$ cat config.mk
export PLATFORM = sky130hd
export DESIGN_NAME = dispatch_issue
export DESIGN_NICKNAME = d
export VERILOG_FILES = /design/src/hw/ooo_pkg.sv /design/src/hw/decode_stage.sv /design/src/hw/map_table.sv /design/src/hw/reservation_station.sv /design/src/hw/reorder_buffer.sv /design/src/hw/dispatch_issue.sv
export VERILOG_INCLUDE_DIRS = /design/src /design/src/hw
export SDC_FILE = /design/constraint.sdc
export NUM_CORES = 1
export LEC_CHECK = 0
export BUFFER_PORTS_ARGS = -buffer_cell sky130_fd_sc_hd__buf_2
export CORE_MARGIN = 3
export CORE_UTILIZATION = 55
export DETAILED_ROUTE_END_ITERATION = 8
export GPL_ROUTABILITY_DRIVEN = 0
export PLACE_DENSITY = 0.7
export SLEW_MARGIN = 0
export SYNTH_ARGS = -nofsm -noshare
export SYNTH_HDL_FRONTEND = slang
export SYNTH_SLANG_ARGS = --single-unit
export TNS_END_PERCENT = 50
$ cat constraint.sdc
create_clock -name clock -period 9.1 [get_ports clock]
set_input_delay 0.91 -clock clock [delete_from_list [all_inputs] [get_ports clock]]
set_output_delay 0.91 -clock clock [all_outputs]
set_load 0.01 [all_outputs]
$ cat src/hw/ooo_consts.svh
`ifndef OOO_CONSTS_SVH
`define OOO_CONSTS_SVH

// buffer sizes
`define ROB_DEPTH 8
`define RS_DEPTH 4

// architectural register file
`define NUM_REGS 16

// rob tag width, log2 of ROB_DEPTH
`define TAG_W 3

// opcode field encodings, inst[15:12]
`define OP_NOP 4'd0
`define OP_ALU 4'd1
`define OP_LOAD 4'd2
`define OP_STORE 4'd3
`define OP_BRANCH 4'd4

`endif

$ cat src/hw/ooo_pkg.sv
`include "ooo_consts.svh"

package ooo_pkg;

    typedef logic [`TAG_W-1:0] rob_tag_t;              // rob index
    typedef logic [$clog2(`NUM_REGS)-1:0] reg_idx_t;   // architectural register
    typedef logic [3:0] opcode_t;
    typedef logic [15:0] inst_word_t;                  // op | rd | rs1 | rs2

    typedef enum logic [1:0] {
        RS_FREE,
        RS_WAITING,
        RS_READY
    } rs_state_t;

    typedef struct packed {
        logic       valid;
        inst_word_t inst;
    } if_id_packet_t;

    typedef struct packed {
        logic     valid;
        opcode_t  opcode;
        reg_idx_t rd;
        reg_idx_t rs1;
        reg_idx_t rs2;
        logic     has_rd;
        logic     rd_mem;     // load
        logic     wr_mem;     // store
        logic     is_branch;
    } id_packet_t;

    typedef struct packed {
        logic     valid;
        rob_tag_t tag;
        logic     mispredict;   // only meaningful for branches
    } cdb_packet_t;

    typedef struct packed {
        logic     src1_pending;
        rob_tag_t src1_tag;
        logic     src2_pending;
        rob_tag_t src2_tag;
    } mt2rs_packet_t;

    typedef struct packed {
        logic     valid;
        reg_idx_t rd;
        rob_tag_t tag;      // new producer of rd
    } rs2mt_packet_t;

    typedef struct packed {
        rob_tag_t tail_tag;   // tag given to the next dispatch
        rob_tag_t head_tag;   // oldest in-flight tag, for issue age
        logic     squash;
    } rob2rs_packet_t;

    typedef struct packed {
        logic     valid;
        rob_tag_t tag;
        reg_idx_t rd;
    } rob2mt_packet_t;

    typedef struct packed {
        logic     valid;
        opcode_t  opcode;
        rob_tag_t dst_tag;
        rob_tag_t src1_tag;
        rob_tag_t src2_tag;
    } is_packet_t;

    typedef struct packed {
        logic     valid;
        reg_idx_t rd;
        logic     has_rd;
        rob_tag_t tag;
    } rob_retire_packet_t;

endpackage

$ cat src/hw/decode_stage.sv
`include "ooo_consts.svh"

module decode_stage import ooo_pkg::*; (
    input  if_id_packet_t id_in,
    output id_packet_t    id_out
);

    always_comb begin
        id_out = '0;
        id_out.valid = id_in.valid;
        id_out.rd = id_in.inst[11:8];
        id_out.rs1 = id_in.inst[7:4];
        id_out.rs2 = id_in.inst[3:0];

        case (id_in.inst[15:12])
            `OP_ALU: begin
                id_out.opcode = `OP_ALU;
                id_out.has_rd = 1'b1;
            end
            `OP_LOAD: begin
                id_out.opcode = `OP_LOAD;
                id_out.has_rd = 1'b1;
                id_out.rd_mem = 1'b1;
            end
            `OP_STORE: begin
                id_out.opcode = `OP_STORE;
                id_out.wr_mem = 1'b1;
            end
            `OP_BRANCH: begin
                id_out.opcode = `OP_BRANCH;
                id_out.is_branch = 1'b1;
            end
            default: begin
                id_out.opcode = `OP_NOP;   // unknown opcodes fall here too
            end
        endcase
    end

endmodule

$ cat src/hw/map_table.sv
`include "ooo_consts.svh"

module map_table import ooo_pkg::*; (
    input  logic           clock,
    input  logic           rst,
    input  logic           squash,
    input  logic           dispatch_en,
    input  id_packet_t     id_in,
    input  rs2mt_packet_t  rs2mt_in,
    input  cdb_packet_t    cdb_in,
    input  rob2mt_packet_t rob2mt_in,
    output mt2rs_packet_t  mt2rs_out
);

    logic     pending [`NUM_REGS];
    rob_tag_t tag_q   [`NUM_REGS];

    // source lookup, a result on the cdb this cycle counts as available
    always_comb begin
        mt2rs_out.src1_tag = tag_q[id_in.rs1];
        mt2rs_out.src2_tag = tag_q[id_in.rs2];
        mt2rs_out.src1_pending = pending[id_in.rs1] &&
            !(cdb_in.valid && cdb_in.tag == tag_q[id_in.rs1]);
        mt2rs_out.src2_pending = pending[id_in.rs2] &&
            !(cdb_in.valid && cdb_in.tag == tag_q[id_in.rs2]);
    end

    always_ff @(posedge clock) begin
        if (rst || squash) begin
            for (int r = 0; r < `NUM_REGS; r++) begin
                pending[r] <= 1'b0;
            end
        end else begin
            for (int r = 0; r < `NUM_REGS; r++) begin
                if (cdb_in.valid && tag_q[r] == cdb_in.tag) begin
                    pending[r] <= 1'b0;   // result broadcast
                end
            end
            // only clear if no younger writer took over the register
            if (rob2mt_in.valid && tag_q[rob2mt_in.rd] == rob2mt_in.tag) begin
                pending[rob2mt_in.rd] <= 1'b0;
            end
            if (dispatch_en && rs2mt_in.valid) begin
                pending[rs2mt_in.rd] <= 1'b1;   // new producer wins over clears
                tag_q[rs2mt_in.rd] <= rs2mt_in.tag;
            end
        end
    end

    // the tag handed to a new producer is free, so no result can carry it yet
    new_tag_not_on_cdb: assert property (@(posedge clock) disable iff (rst)
        (dispatch_en && rs2mt_in.valid && cdb_in.valid) |-> cdb_in.tag != rs2mt_in.tag)
        else $error("map_table: cdb carries the tag being dispatched");

endmodule

$ cat src/hw/reservation_station.sv
`include "ooo_consts.svh"

module reservation_station import ooo_pkg::*; (
    input  logic           clock,
    input  logic           rst,
    input  logic           squash,
    input  logic           dispatch_en,
    input  logic           is_stall,
    input  id_packet_t     id_in,
    input  mt2rs_packet_t  mt2rs_in,
    input  rob2rs_packet_t rob2rs_in,
    input  cdb_packet_t    cdb_in,
    output rs2mt_packet_t  rs2mt_out,
    output is_packet_t     is_out,
    output logic           full
);

    typedef logic [$clog2(`RS_DEPTH)-1:0] rs_idx_t;

    rs_state_t state   [`RS_DEPTH];
    opcode_t   op_q    [`RS_DEPTH];
    rob_tag_t  dst_q   [`RS_DEPTH];
    rob_tag_t  s1_tag  [`RS_DEPTH];
    rob_tag_t  s2_tag  [`RS_DEPTH];
    logic      s1_pend [`RS_DEPTH];
    logic      s2_pend [`RS_DEPTH];

    logic    accept;
    logic    free_found;
    rs_idx_t free_idx;
    logic    iss_found;
    rs_idx_t iss_idx;
    logic    issue_now;

    // stores and nops never occupy an entry
    assign accept = dispatch_en && id_in.opcode != `OP_NOP && !id_in.wr_mem;
    assign issue_now = iss_found && !is_stall;

    assign rs2mt_out.valid = accept && id_in.has_rd;
    assign rs2mt_out.rd = id_in.rd;
    assign rs2mt_out.tag = rob2rs_in.tail_tag;

    // lowest free entry
    always_comb begin
        free_found = 1'b0;
        free_idx = '0;
        for (int i = `RS_DEPTH - 1; i >= 0; i--) begin
            if (state[i] == RS_FREE) begin
                free_found = 1'b1;
                free_idx = rs_idx_t'(i);
            end
        end
    end

    assign full = !free_found;

    // oldest ready entry, age measured from the rob head
    always_comb begin
        rob_tag_t age;
        rob_tag_t best_age;
        iss_found = 1'b0;
        iss_idx = '0;
        best_age = '1;
        for (int i = 0; i < `RS_DEPTH; i++) begin
            age = dst_q[i] - rob2rs_in.head_tag;
            if (state[i] == RS_READY && (!iss_found || age < best_age)) begin
                iss_found = 1'b1;
                iss_idx = rs_idx_t'(i);
                best_age = age;
            end
        end
    end

    always_ff @(posedge clock) begin
        if (rst || squash) begin
            for (int i = 0; i < `RS_DEPTH; i++) begin
                state[i] <= RS_FREE;
            end
            is_out.valid <= 1'b0;
        end else begin
            // tag capture from the cdb
            for (int i = 0; i < `RS_DEPTH; i++) begin
                if (state[i] == RS_WAITING) begin
                    if (cdb_in.valid && s1_tag[i] == cdb_in.tag) s1_pend[i] <= 1'b0;
                    if (cdb_in.valid && s2_tag[i] == cdb_in.tag) s2_pend[i] <= 1'b0;
                    if ((!s1_pend[i] || (cdb_in.valid && s1_tag[i] == cdb_in.tag)) &&
                        (!s2_pend[i] || (cdb_in.valid && s2_tag[i] == cdb_in.tag))) begin
                        state[i] <= RS_READY;
                    end
                end
            end

            if (accept) begin
                op_q[free_idx] <= id_in.opcode;
                dst_q[free_idx] <= rob2rs_in.tail_tag;
                s1_tag[free_idx] <= mt2rs_in.src1_tag;
                s2_tag[free_idx] <= mt2rs_in.src2_tag;
                s1_pend[free_idx] <= mt2rs_in.src1_pending;
                s2_pend[free_idx] <= mt2rs_in.src2_pending;
                state[free_idx] <= (mt2rs_in.src1_pending || mt2rs_in.src2_pending) ?
                    RS_WAITING : RS_READY;
            end

            is_out.valid <= issue_now;
            is_out.opcode <= op_q[iss_idx];
            is_out.dst_tag <= dst_q[iss_idx];
            is_out.src1_tag <= s1_tag[iss_idx];
            is_out.src2_tag <= s2_tag[iss_idx];
            if (issue_now) state[iss_idx] <= RS_FREE;
        end
    end

    // a dispatch into the station always finds a free entry
    accept_has_room: assert property (@(posedge clock) disable iff (rst)
        accept |-> free_found)
        else $error("reservation_station: dispatch into a full station");

endmodule

$ cat src/hw/reorder_buffer.sv
`include "ooo_consts.svh"

module reorder_buffer import ooo_pkg::*; (
    input  logic               clock,
    input  logic               rst,
    input  logic               dispatch_en,
    input  logic               store_done,
    input  id_packet_t         id_in,
    input  cdb_packet_t        cdb_in,
    output rob2rs_packet_t     rob2rs_out,
    output rob2mt_packet_t     rob2mt_out,
    output rob_retire_packet_t retire_out,
    output logic               store_start,
    output logic               full
);

    logic     valid_q    [`ROB_DEPTH];
    logic     done_q     [`ROB_DEPTH];
    logic     mispred_q  [`ROB_DEPTH];
    logic     is_store_q [`ROB_DEPTH];
    logic     is_br_q    [`ROB_DEPTH];
    logic     has_rd_q   [`ROB_DEPTH];
    reg_idx_t rd_q       [`ROB_DEPTH];

    rob_tag_t         head;
    rob_tag_t         tail;
    logic [`TAG_W:0]  count;
    logic             squash;
    logic             store_sent;   // store_start already given for the head
    logic             retire_now;

    assign full = count == `ROB_DEPTH;
    assign retire_now = valid_q[head] && done_q[head] && !squash;

    assign rob2rs_out.tail_tag = tail;
    assign rob2rs_out.head_tag = head;
    assign rob2rs_out.squash = squash;

    // map table clear, same edge as retire
    assign rob2mt_out.valid = retire_now && has_rd_q[head];
    assign rob2mt_out.tag = head;
    assign rob2mt_out.rd = rd_q[head];

    always_ff @(posedge clock) begin
        if (rst || squash) begin
            for (int i = 0; i < `ROB_DEPTH; i++) begin
                valid_q[i] <= 1'b0;
            end
            head <= '0;
            tail <= '0;
            count <= '0;
            squash <= 1'b0;
            store_sent <= 1'b0;
            store_start <= 1'b0;
            retire_out.valid <= 1'b0;
        end else begin
            if (dispatch_en) begin
                valid_q[tail] <= 1'b1;
                done_q[tail] <= id_in.opcode == `OP_NOP;   // nothing to wait for
                mispred_q[tail] <= 1'b0;
                is_store_q[tail] <= id_in.wr_mem;
                is_br_q[tail] <= id_in.is_branch;
                has_rd_q[tail] <= id_in.has_rd;
                rd_q[tail] <= id_in.rd;
                tail <= tail + 1'b1;
            end

            if (cdb_in.valid) begin
                done_q[cdb_in.tag] <= 1'b1;
                mispred_q[cdb_in.tag] <= cdb_in.mispredict && is_br_q[cdb_in.tag];
            end

            if (store_done && valid_q[head] && is_store_q[head]) begin
                done_q[head] <= 1'b1;
            end

            // one pulse per store at the head
            store_start <= 1'b0;
            if (valid_q[head] && is_store_q[head] && !store_sent) begin
                store_start <= 1'b1;
                store_sent <= 1'b1;
            end

            retire_out.valid <= retire_now;
            retire_out.rd <= rd_q[head];
            retire_out.has_rd <= has_rd_q[head];
            retire_out.tag <= head;

            if (retire_now) begin
                valid_q[head] <= 1'b0;
                head <= head + 1'b1;
                store_sent <= 1'b0;
                squash <= mispred_q[head];   // flush at the following edge
            end

            count <= count + dispatch_en - retire_now;
        end
    end

    // functional units only broadcast tags of live, unfinished entries
    cdb_tag_live: assert property (@(posedge clock) disable iff (rst)
        cdb_in.valid |-> valid_q[cdb_in.tag] && !done_q[cdb_in.tag])
        else $error("reorder_buffer: cdb tag %0d not in flight", cdb_in.tag);

endmodule

$ cat src/hw/dispatch_issue.sv
`include "ooo_consts.svh"

module dispatch_issue import ooo_pkg::*; (
    input  logic               clock,
    input  logic               rst,
    input  logic               stall,
    input  logic               is_stall,
    input  logic               load_done,
    input  logic               store_done,
    input  if_id_packet_t      if_id_in,
    input  cdb_packet_t        cdb_in,
    output is_packet_t         is_out,
    output rob_retire_packet_t retire_out,
    output logic               store_start,
    output logic               mem_busy,
    output logic               struc_hazard,
    output logic               squash
);

    id_packet_t     id_packet;
    mt2rs_packet_t  mt2rs;
    rs2mt_packet_t  rs2mt;
    rob2rs_packet_t rob2rs;
    rob2mt_packet_t rob2mt;

    logic rs_full;
    logic rob_full;
    logic needs_rs;
    logic is_mem;
    logic dispatch_en;

    assign squash = rob2rs.squash;

    assign needs_rs = id_packet.opcode != `OP_NOP && !id_packet.wr_mem;   // stores skip the rs
    assign is_mem = id_packet.rd_mem || id_packet.wr_mem;
    assign struc_hazard = rob_full || (rs_full && id_packet.valid && needs_rs);
    assign dispatch_en = id_packet.valid && !stall && !struc_hazard && !mem_busy && !squash;

    // one memory op in flight
    always_ff @(posedge clock) begin
        if (rst || squash) begin
            mem_busy <= 1'b0;
        end else if (dispatch_en && is_mem) begin
            mem_busy <= 1'b1;
        end else if (load_done || store_done) begin
            mem_busy <= 1'b0;
        end
    end

    decode_stage u_decode (
        .id_in  (if_id_in),
        .id_out (id_packet)
    );

    map_table u_map_table (
        .clock       (clock),
        .rst         (rst),
        .squash      (squash),
        .dispatch_en (dispatch_en),
        .id_in       (id_packet),
        .rs2mt_in    (rs2mt),
        .cdb_in      (cdb_in),
        .rob2mt_in   (rob2mt),
        .mt2rs_out   (mt2rs)
    );

    reservation_station u_rs (
        .clock       (clock),
        .rst         (rst),
        .squash      (squash),
        .dispatch_en (dispatch_en),
        .is_stall    (is_stall),
        .id_in       (id_packet),
        .mt2rs_in    (mt2rs),
        .rob2rs_in   (rob2rs),
        .cdb_in      (cdb_in),
        .rs2mt_out   (rs2mt),
        .is_out      (is_out),
        .full        (rs_full)
    );

    reorder_buffer u_rob (
        .clock       (clock),
        .rst         (rst),
        .dispatch_en (dispatch_en),
        .store_done  (store_done),
        .id_in       (id_packet),
        .cdb_in      (cdb_in),
        .rob2rs_out  (rob2rs),
        .rob2mt_out  (rob2mt),
        .retire_out  (retire_out),
        .store_start (store_start),
        .full        (rob_full)
    );

    // memory completion only for an op that is in flight
    mem_done_while_busy: assert property (@(posedge clock) disable iff (rst)
        (load_done || store_done) |-> mem_busy)
        else $error("dispatch_issue: memory done with no memory op in flight");

endmodule

==> summary.md, run 1 <==
| Metric | Value |
|---|---|
| N_diodes | 0 |
| GRT Resource Usage Total | 25.1% |
| Reg-to-reg startpoint | u_rob.head[1] |
| Worst skew pair latency | 0.54 ns |
| Detail Placement HPWL | 22.0 mm |
| CP cell instances | inv_1 -> fa_1 -> xnor2_1 -> xnor2_1 -> ha_1 -> a21oi_1 -> o21ai_2 -> o21ai_0 -> ha_1 -> nor2_1 -> nor2_1 -> a2bb2oi_2 -> mux2_2 -> ha_1 -> a211oi_1 -> a21oi_1 -> o22ai_1 -> a31oi_1 -> or2_2 -> inv_1 -> o21ai_0 |
| Post-Route Skew | 0.0139 ns |
| Predominant post-synthesis flop cell | edfxtp_1 |
| IO Pins | 55 |
| Seq cells post-synth | 247 |
| Gr ovfl total | 0 |
| CP Class | reg -> reg |
| DRT iter0 DRCs | 866 |
| DR pass1 iterations | 5 |
| Ys async rst share | 0% |
| Worst min path class | reg -> reg |
| Distinct cells, synth | 62 |
| Post-CTS sizing | 0 |
| Initial antenna violation count | 0 |
| Reg2reg setup slack | 2.00 ns |
| Share of the synthesized area in the top cell type | 43.8% |
| H-tree levels | 1 |
| CTS Sinks | 247 |
| HP Start | u_rob.store_sent |
| Worst hold margin | 0.421 ns |
| Slew Limit Fails | 0 |
| Die area | 25,300 sq um |
| Area growth, synth to finish | 9.94% |
| Core area | 22,800 sq um |
| Run status | finished, final reports clean |
| Dominant cell type by area after synthesis | edfxtp_1 |
| CTS Buffer Depth | 3 |
| Die Y | 159 um |
| Setup TNS | 0 ns |
| Final Critical Period | 7.10 ns |
| Reg clk slew, reported paths | 0.06 ns |
| Most used cell, CP | ha_1 |
| Worst VDD drop | 0.152 mV |
| PD cells | 190 nW/um^2 |
| Syn Std Cell Area | 12,900 sq um |
| CTS tree | yes |
| Type of element capturing the critical path | flip-flop |
| Complex-gate fraction of the synthesized area | 7.20% |
| Num CTS Buffers | 27 |
| Worst slew pin tran | 1.21 ns |
| Via count | 8,922 |
| Mux cell area share after synthesis | 15.0% |
| Crit path launch | u_rob.head[1] |
| Post-Synth Simple-Gate Area | 12.6% |
| Wire per inst | 22.6 um |
| Layout net count | 1,130 |
| Worst slew margin | 18.5% |
| Number of nets still failing antenna checks after routing | 0 |
| Adder-Cell Fraction of Synth Area | 2.42% |
| Root Buffer Master | clkbuf_16 |
| Initial core utilization | 56.5% |
| Largest family of logic cells by synthesized area | multiplexers |
| Unrepaired setup endpoints after global routing | false |
| Count leader, synth | edfxtp_1 |
| WP data arrival | 7.36 ns |
| Chip width | 159 um |
| Share of cells above drive strength 1 | 17.4% |
| Routed WL | 32.0 mm |
| Hold path depth | 1 |
| Type of origin of the critical path | flip-flop |
| Worst-path fanout max | 30 |
| Design Power | 2700 uW |
| Slowest stage cell, crit path | a2bb2oi_2 |
| Hold buffer count at CTS | 0 |
| Worst EP required | 9.37 ns |
| Final hold violations | 0 |
| Avg Cell Area, Syn | 12.3 sq um |
| Syn_nets | 1,099 |
| Post-CTS setup buffers | 0 |
| Pin count of the biggest net entering global routing | 65 |
| Rows | 55 |
| Sequential area share after synthesis | 52.9% |
| Commonest cells post-synth | edfxtp_1 (188), xnor2_1 (91), nor2_1 (90) |
| Final setup vio count | 0 |
| Static Leak | 0.00486 uW |
| Residual DRC | 0 |
| Post-synth EDFFs | 188 |
| First-pass GRT wire length | 50.3 mm |
| Yosys warnings | 0 |
| Reg2reg path depth | 21 |
| Max Freq | 141 MHz |
| Largest cells by area after synthesis | edfxtp_1 (44%), mux4_2 (11%), dfxtp_1 (9.2%), xnor2_1 (6.2%), mux2i_1 (2.8%) |
| Vias per inst | 6.31 |
| CP peak stage delay | 0.88 ns |
| XOR/XNOR Fraction of Synth Area | 6.57% |
| Max-cap viol count | 0 |
| Cells after synthesis | 1,049 |
| Number of global-route vias before repair | 8,774 |
| Fin crit share | 78.0% |
| Port bufs | 53 |
-- path summary, 6_finish.rpt --
check | endpoint
max | u_rs.is_out[0]
min | u_rob.store_start
max reg2reg | u_rs.is_out[0]
min reg2reg | u_rob.store_start
-- cells in the final DEF, fill, tap and decap left out, types with 10 or more instances in the layout --
cell type / instances
nor2_1: 90
mux4_2: 64
mux2_2: 12
nand3_1: 56
a21oi_1: 30
dfxtp_1: 59
ha_1: 17
xnor2_1: 91
o21ai_0: 35
mux2i_1: 36
buf_2: 53
nor3_1: 25
nand2b_1: 12
clkbuf_16: 27
nor2b_1: 10
edfxtp_1: 188
nand2_1: 55
buf_4: 12
nand4_1: 34
o21bai_1: 16
inv_1: 35
-- layer usage --
metal	up-vias	track usage, %	share of wire [%]
met4	0	6.41	2.2
li1	4011	-	-
met1	4473	35.9	42
met2	380	40.7	48
met3	58	3.77	7.3
met5	-	0	0
-- through the flow --
| stage | instance area, sq um | std cells | setup WS (ns) | utilization (%) |
|---|---|---|---|---|
| after floorplan | 12900 | 1049 | 2.59 | - |
| after global placement | 13400 | 1364 | 2.34 | 58.6 |
| after detailed placement | 13400 | 1364 | 2.01 | 58.6 |
| after CTS | 14200 | 1414 | 1.98 | 62.1 |
| after global routing | 14200 | 1414 | 1.36 | 62.1 |
| final | 14200 | 1414 | 2.00 | 62.1 |
-- layout make-up --
| type | instances | area [sq um] |
|---|---|---|
| clock buffers | 37 | 743 |
| clock inverters | 13 | 60.1 |
| fillers | 1886 | 8660 |
| inverters | 38 | 143 |
| multi-input cells | 701 | 5670 |
| flip-flops and latches | 247 | 6830 |
| well taps | 313 | 392 |
| repair buffers | 65 | 355 |
-- sequential cells by signal (all words and copies together) (netlist names), 9 cells and up, named ones only --
| register | cells |
|---|---|
| u_rob.retire_out | 9 |
| u_rs.s2_tag | 12 |
| u_rs.is_out | 13 |
| u_rob.rd_q | 32 |
| u_rs.s1_tag | 12 |
| u_map_table.tag_q | 48 |
| u_rs.dst_q | 12 |
| u_rs.op_q | 12 |
| u_map_table.pending | 16 |
-- logic make-up (layout without fill, tap and decap cells) --
family          Yosys count  count (layout)
compound gates          142             142
xor+xnor                 96              96
fa+ha+maj                22              22
buf+inv                 101             153
flops                   247             247
mux                     112             112
other cells               1               1
simple gates            328             328
-- critical path, delay by kind of cell, from the launching register on --
kind,cells,cell delay (ns)
mux,1,0.44
compound gates,9,2.82
xor+xnor,2,0.33
buf+inv,2,0.61
flops,1,0.58
simple gates,3,0.58
fa+ha+maj,4,1.45
-- power breakdown --
group          internal [uW]  leakage, uW  total (uW)  switching (uW)
combinational            162      0.00229         418             256
sequential              1250      0.00217        1290            31.8
clock                    567     0.000398         998             430
total                   1980      0.00486        2700             718
Note: power is estimated with default switching activity, not from simulation.
==> run 2, diff against run 1 <==
==> constraint.sdc (replaced) <==
create_clock -name clock -period 7.2 [get_ports clock]
set_input_delay 0.72 -clock clock [delete_from_list [all_inputs] [get_ports clock]]
set_output_delay 0.72 -clock clock [all_outputs]
set_load 0.01 [all_outputs]
==> run 2 against run 1 <==
  * Combinational power increased by 27%
  * Routed wire length is 1.5% lower
  * Register-to-register slack worse by 0.46 ns
  * Clock power up 48%
  * Global-route usage down 0.53 points
  * Non-clock buffer count up 3
  * Sequential share of layout area is 0.61 points lower
  * Critical path depth increased by 1
  * Sequential power up 26%
  * Final cell count increased by 0.21%
  * Critical endpoint is now u_rs.is_out[1]
  * Highest routed layer unchanged
==> summary.md, run 2 (synthesis results as in run 1) <==
| Metric | Value |
|---|---|
| Run status | finished, final reports clean |
| Hold path depth | 1 (unchanged) |
| Share of cells above drive strength 1 | 18.6% (+1.1 points) |
| Max Freq | 177 MHz (+26%) |
| Core area | 22,800 sq um (unchanged) |
| IO Pins | 55 (unchanged) |
| Wire per inst | 22.3 um (-1.7%) |
| PD cells | 253 nW/um^2 (+33%) |
| Worst slew pin tran | 1.14 ns (-0.0725 ns) |
| Reg2reg path depth | 22 (+4.8%) |
| WP buf/inv | 2 (unchanged) |
| Initial antenna violation count | 0 (unchanged) |
| Worst min path class | reg -> reg |
| Hold buffer count at CTS | 0 (unchanged) |
| Gr ovfl total | 0 (unchanged) |
| Routed WL | 31.5 mm (-1.5%) |
| Static Leak | 0.00495 uW (+1.9%) |
| Vias per inst | 6.26 (-0.86%) |
| Area growth, synth to finish | 11.3% |
| Largest registers | u_map_table.tag_q (48), u_rob.rd_q (32), u_map_table.pending (16) |
| Number of global-route vias before repair | 8,619 (-1.8%) |
| Slew Limit Fails | 0 (unchanged) |
| Worst VDD drop | 0.181 mV (+19%) |
| Hold Path Sink | u_rob.store_start |
| DR pass1 iterations | 5 (unchanged) |
| Worst skew pair latency | 0.54 ns (about the same) |
| Type of element capturing the critical path | flip-flop |
| Net switching power | 931 uW (+30%) |
| R2r endpoint | u_rs.is_out[1] |
| Num CTS Buffers | 27 (unchanged) |
| Most used cell, CP | ha_1 |
| Busiest layer in global routing | met2 |
| Type of origin of the critical path | flip-flop |
| HP Start | u_rob.store_sent |
| Met3 global-route usage | 4.21% (+0.44 points) |
| Most frequent cells in the layout | edfxtp_1 (188), xnor2_1 (91), nor2_1 (90), mux4_2 (64), dfxtp_1 (59) |
| Rows | 55 (unchanged) |
| Most common cell after layout, fill and taps aside | edfxtp_1 |
| Residual DRC | 0 (unchanged) |
| CP peak stage delay | 0.59 ns (-0.29 ns) |
| Die area | 25,300 sq um (unchanged) |
| Post-CTS setup buffers | 0 (unchanged) |
| Routing usage on met1 | 35.2% (-0.65 points) |
| CTS Sinks | 247 (unchanged) |
| Detail Placement HPWL | 21.7 mm (-1.3%) |
| Pint | 2700 uW (+36%) |
| N_diodes | 0 (unchanged) |
| Chip width | 159 um (unchanged) |
| Initial core utilization | 56.5% (unchanged) |
| Number of fill cells | 1,752 (-7.1%) |
| Reg2reg setup slack | 1.55 ns (-0.46 ns) |
| Clk network pwr share | 40.7% (+3.8 points) |
| Slowest stage cell, crit path | dfxtp_1 |
| Number of nets still failing antenna checks after routing | 0 (unchanged) |
| CP cell instances | inv_1 -> fa_1 -> xnor2_1 -> xnor2_1 -> ha_1 -> a21oi_1 -> o21ai_2 -> nand2_1 -> o21ai_0 -> ha_1 -> nor2_1 -> nor2_1 -> a2bb2oi_2 -> mux2_2 -> ha_1 -> a211oi_1 -> a21oi_1 -> o22ai_1 -> a31oi_1 -> or2_2 -> inv_1 -> o21ai_0 |
| CP Class | reg -> reg |
| CTS tree | yes |
| Worst-path fanout max | 13 (-57%) |
| Final Critical Period | 5.66 ns (-1.44 ns) |
| GRT Resource Usage Total | 24.5% (-0.53 points) |
| DP Cell Count | 1,367 (+0.22%) |
| Reg-to-reg startpoint | u_rob.head[1] |
| WP data arrival | 5.92 ns (-1.44 ns) |
| Post-Route Skew | 0.0137 ns (-0.000246 ns) |
| Met2 Use GR | 39.7% (-1.1 points) |
| Die Y | 159 um (unchanged) |
| Combinational share of power | 14.7% (-0.8 points) |
| Sw frac | 25.7% (-0.92 points) |
| Fin crit share | 78.5% (+0.55 points) |
| Setup TNS | 0 ns (unchanged) |
| Top reg by flops | u_map_table.tag_q |
| First-pass GRT wire length | 49.4 mm (-1.8%) |
| Via count | 8,864 (-0.65%) |
| Port bufs | 53 (unchanged) |
| Pin count of the biggest net entering global routing | 65 (unchanged) |
| DRT iter0 DRCs | 870 (+0.46%) |
| Worst EP required | 7.47 ns (-1.90 ns) |
| CTS Buffer Depth | 3 (unchanged) |
| Max-cap viol count | 0 (unchanged) |
| Worst slew margin | 23.7% (+5.2 points) |
| Root Buffer Master | clkbuf_16 |
| Max FFs per register | 48 (unchanged) |
| H-tree levels | 1 (unchanged) |
| Unrepaired setup endpoints after global routing | false |
| Top Family by Delay on Critical Path | compound AO/OA/AOI/OAI gates |
| Final hold violations | 0 (unchanged) |
| Final setup vio count | 0 (unchanged) |
| Layout net count | 1,133 (+0.27%) |
| Fin cells | 1,417 (+0.21%) |
| Reg power frac | 44.7% (-2.9 points) |
| Reg clk slew, reported paths | 0.07 ns (about the same) |
| Post-CTS sizing | 0 (unchanged) |
| Final core occ | 62.9% (+0.79 points) |
[run 2: cell types whose count changed in the layout (fill, tap and decap cells not counted)]
cell / delta
clkinvlp_4: +1
clkbuf_4: +2
clkinv_4: +2
clkinv_1: -7
clkbuf_1: -3
clkbuf_8: -1
bufinv_16: +4
clkbuf_16: +2
buf_4: +3
[run 2: worst max path at each step]
stage,slack (ns),cells after the start,end,start
2_1_floorplan,0.69,28,u_rs.is_out[0],u_rob.head[1]
3_3_place_gp,1.76,22,u_rs.is_out[1],u_rob.head[1]
3_5_place_dp,1.57,22,u_rs.is_out[4],u_rob.head[0]
4_1_cts,1.56,22,u_rs.is_out[1],u_rob.head[1]
5_1_grt,1.05,21,u_rs.is_out[1],u_rob.head[1]
6_report,1.55,22,u_rs.is_out[1],u_rob.head[1]
[run 2: area by class of cell]
| cell class | count | area [sq um] | share of cell area [%] |
|---|---|---|---|
| tap | 313 | 392 | 2.73 |
| timing repair buffer | 68 | 378 | 2.63 |
| clock inverter | 13 | 179 | 1.25 |
| multi-input combinational | 701 | 5670 | 39.4 |
| clock buffer | 37 | 783 | 5.45 |
| sequential | 247 | 6830 | 47.5 |
| inverter | 38 | 143 | 0.993 |
[run 2: worst reg2reg max path, stage by stage (launching register included)]
cell,delay [ns]
dfxtp_1,0.59
inv_1,0.32
fa_1,0.50
xnor2_1,0.17
xnor2_1,0.16
ha_1,0.28
a21oi_1,0.18
o21ai_2,0.10
nand2_1,0.08
o21ai_0,0.12
ha_1,0.33
nor2_1,0.05
nor2_1,0.11
a2bb2oi_2,0.35
mux2_2,0.39
ha_1,0.22
a211oi_1,0.28
a21oi_1,0.12
o22ai_1,0.15
a31oi_1,0.06
or2_2,0.40
inv_1,0.29
o21ai_0,0.16
[run 2: per-stage QoR]
stage / worst slack (ns) / hold WS, ns / area (sq um) / total power (uW)
after floorplan: 0.687 / 0.392 / 12900 / 2030
after global placement: 1.76 / 0.400 / 13400 / 2170
after detailed placement: 1.57 / 0.402 / 13400 / 2180
after CTS: 1.56 / 0.400 / 14400 / 3650
after global routing: 1.05 / 0.418 / 14400 / 3770
final: 1.55 / 0.417 / 14400 / 3630
[run 2: power groups by stage]
stage                     logic (uW)  registers [uW]  clock network (uW)
after floorplan                  389            1640                   0
after global placement           519            1650                   0
after detailed placement         526            1650                   0
after CTS                        530            1620                1500
after global routing             579            1630                1560
final                            532            1620                1480
[run 2: metal layers]
metal	wire [um]	vias to the layer above	part of all wire, %
met5	0	-	0
met4	643	0	2.0
met3	2700	69	8.5
met2	14800	434	47
met1	13400	4343	43
li1	-	4018	-
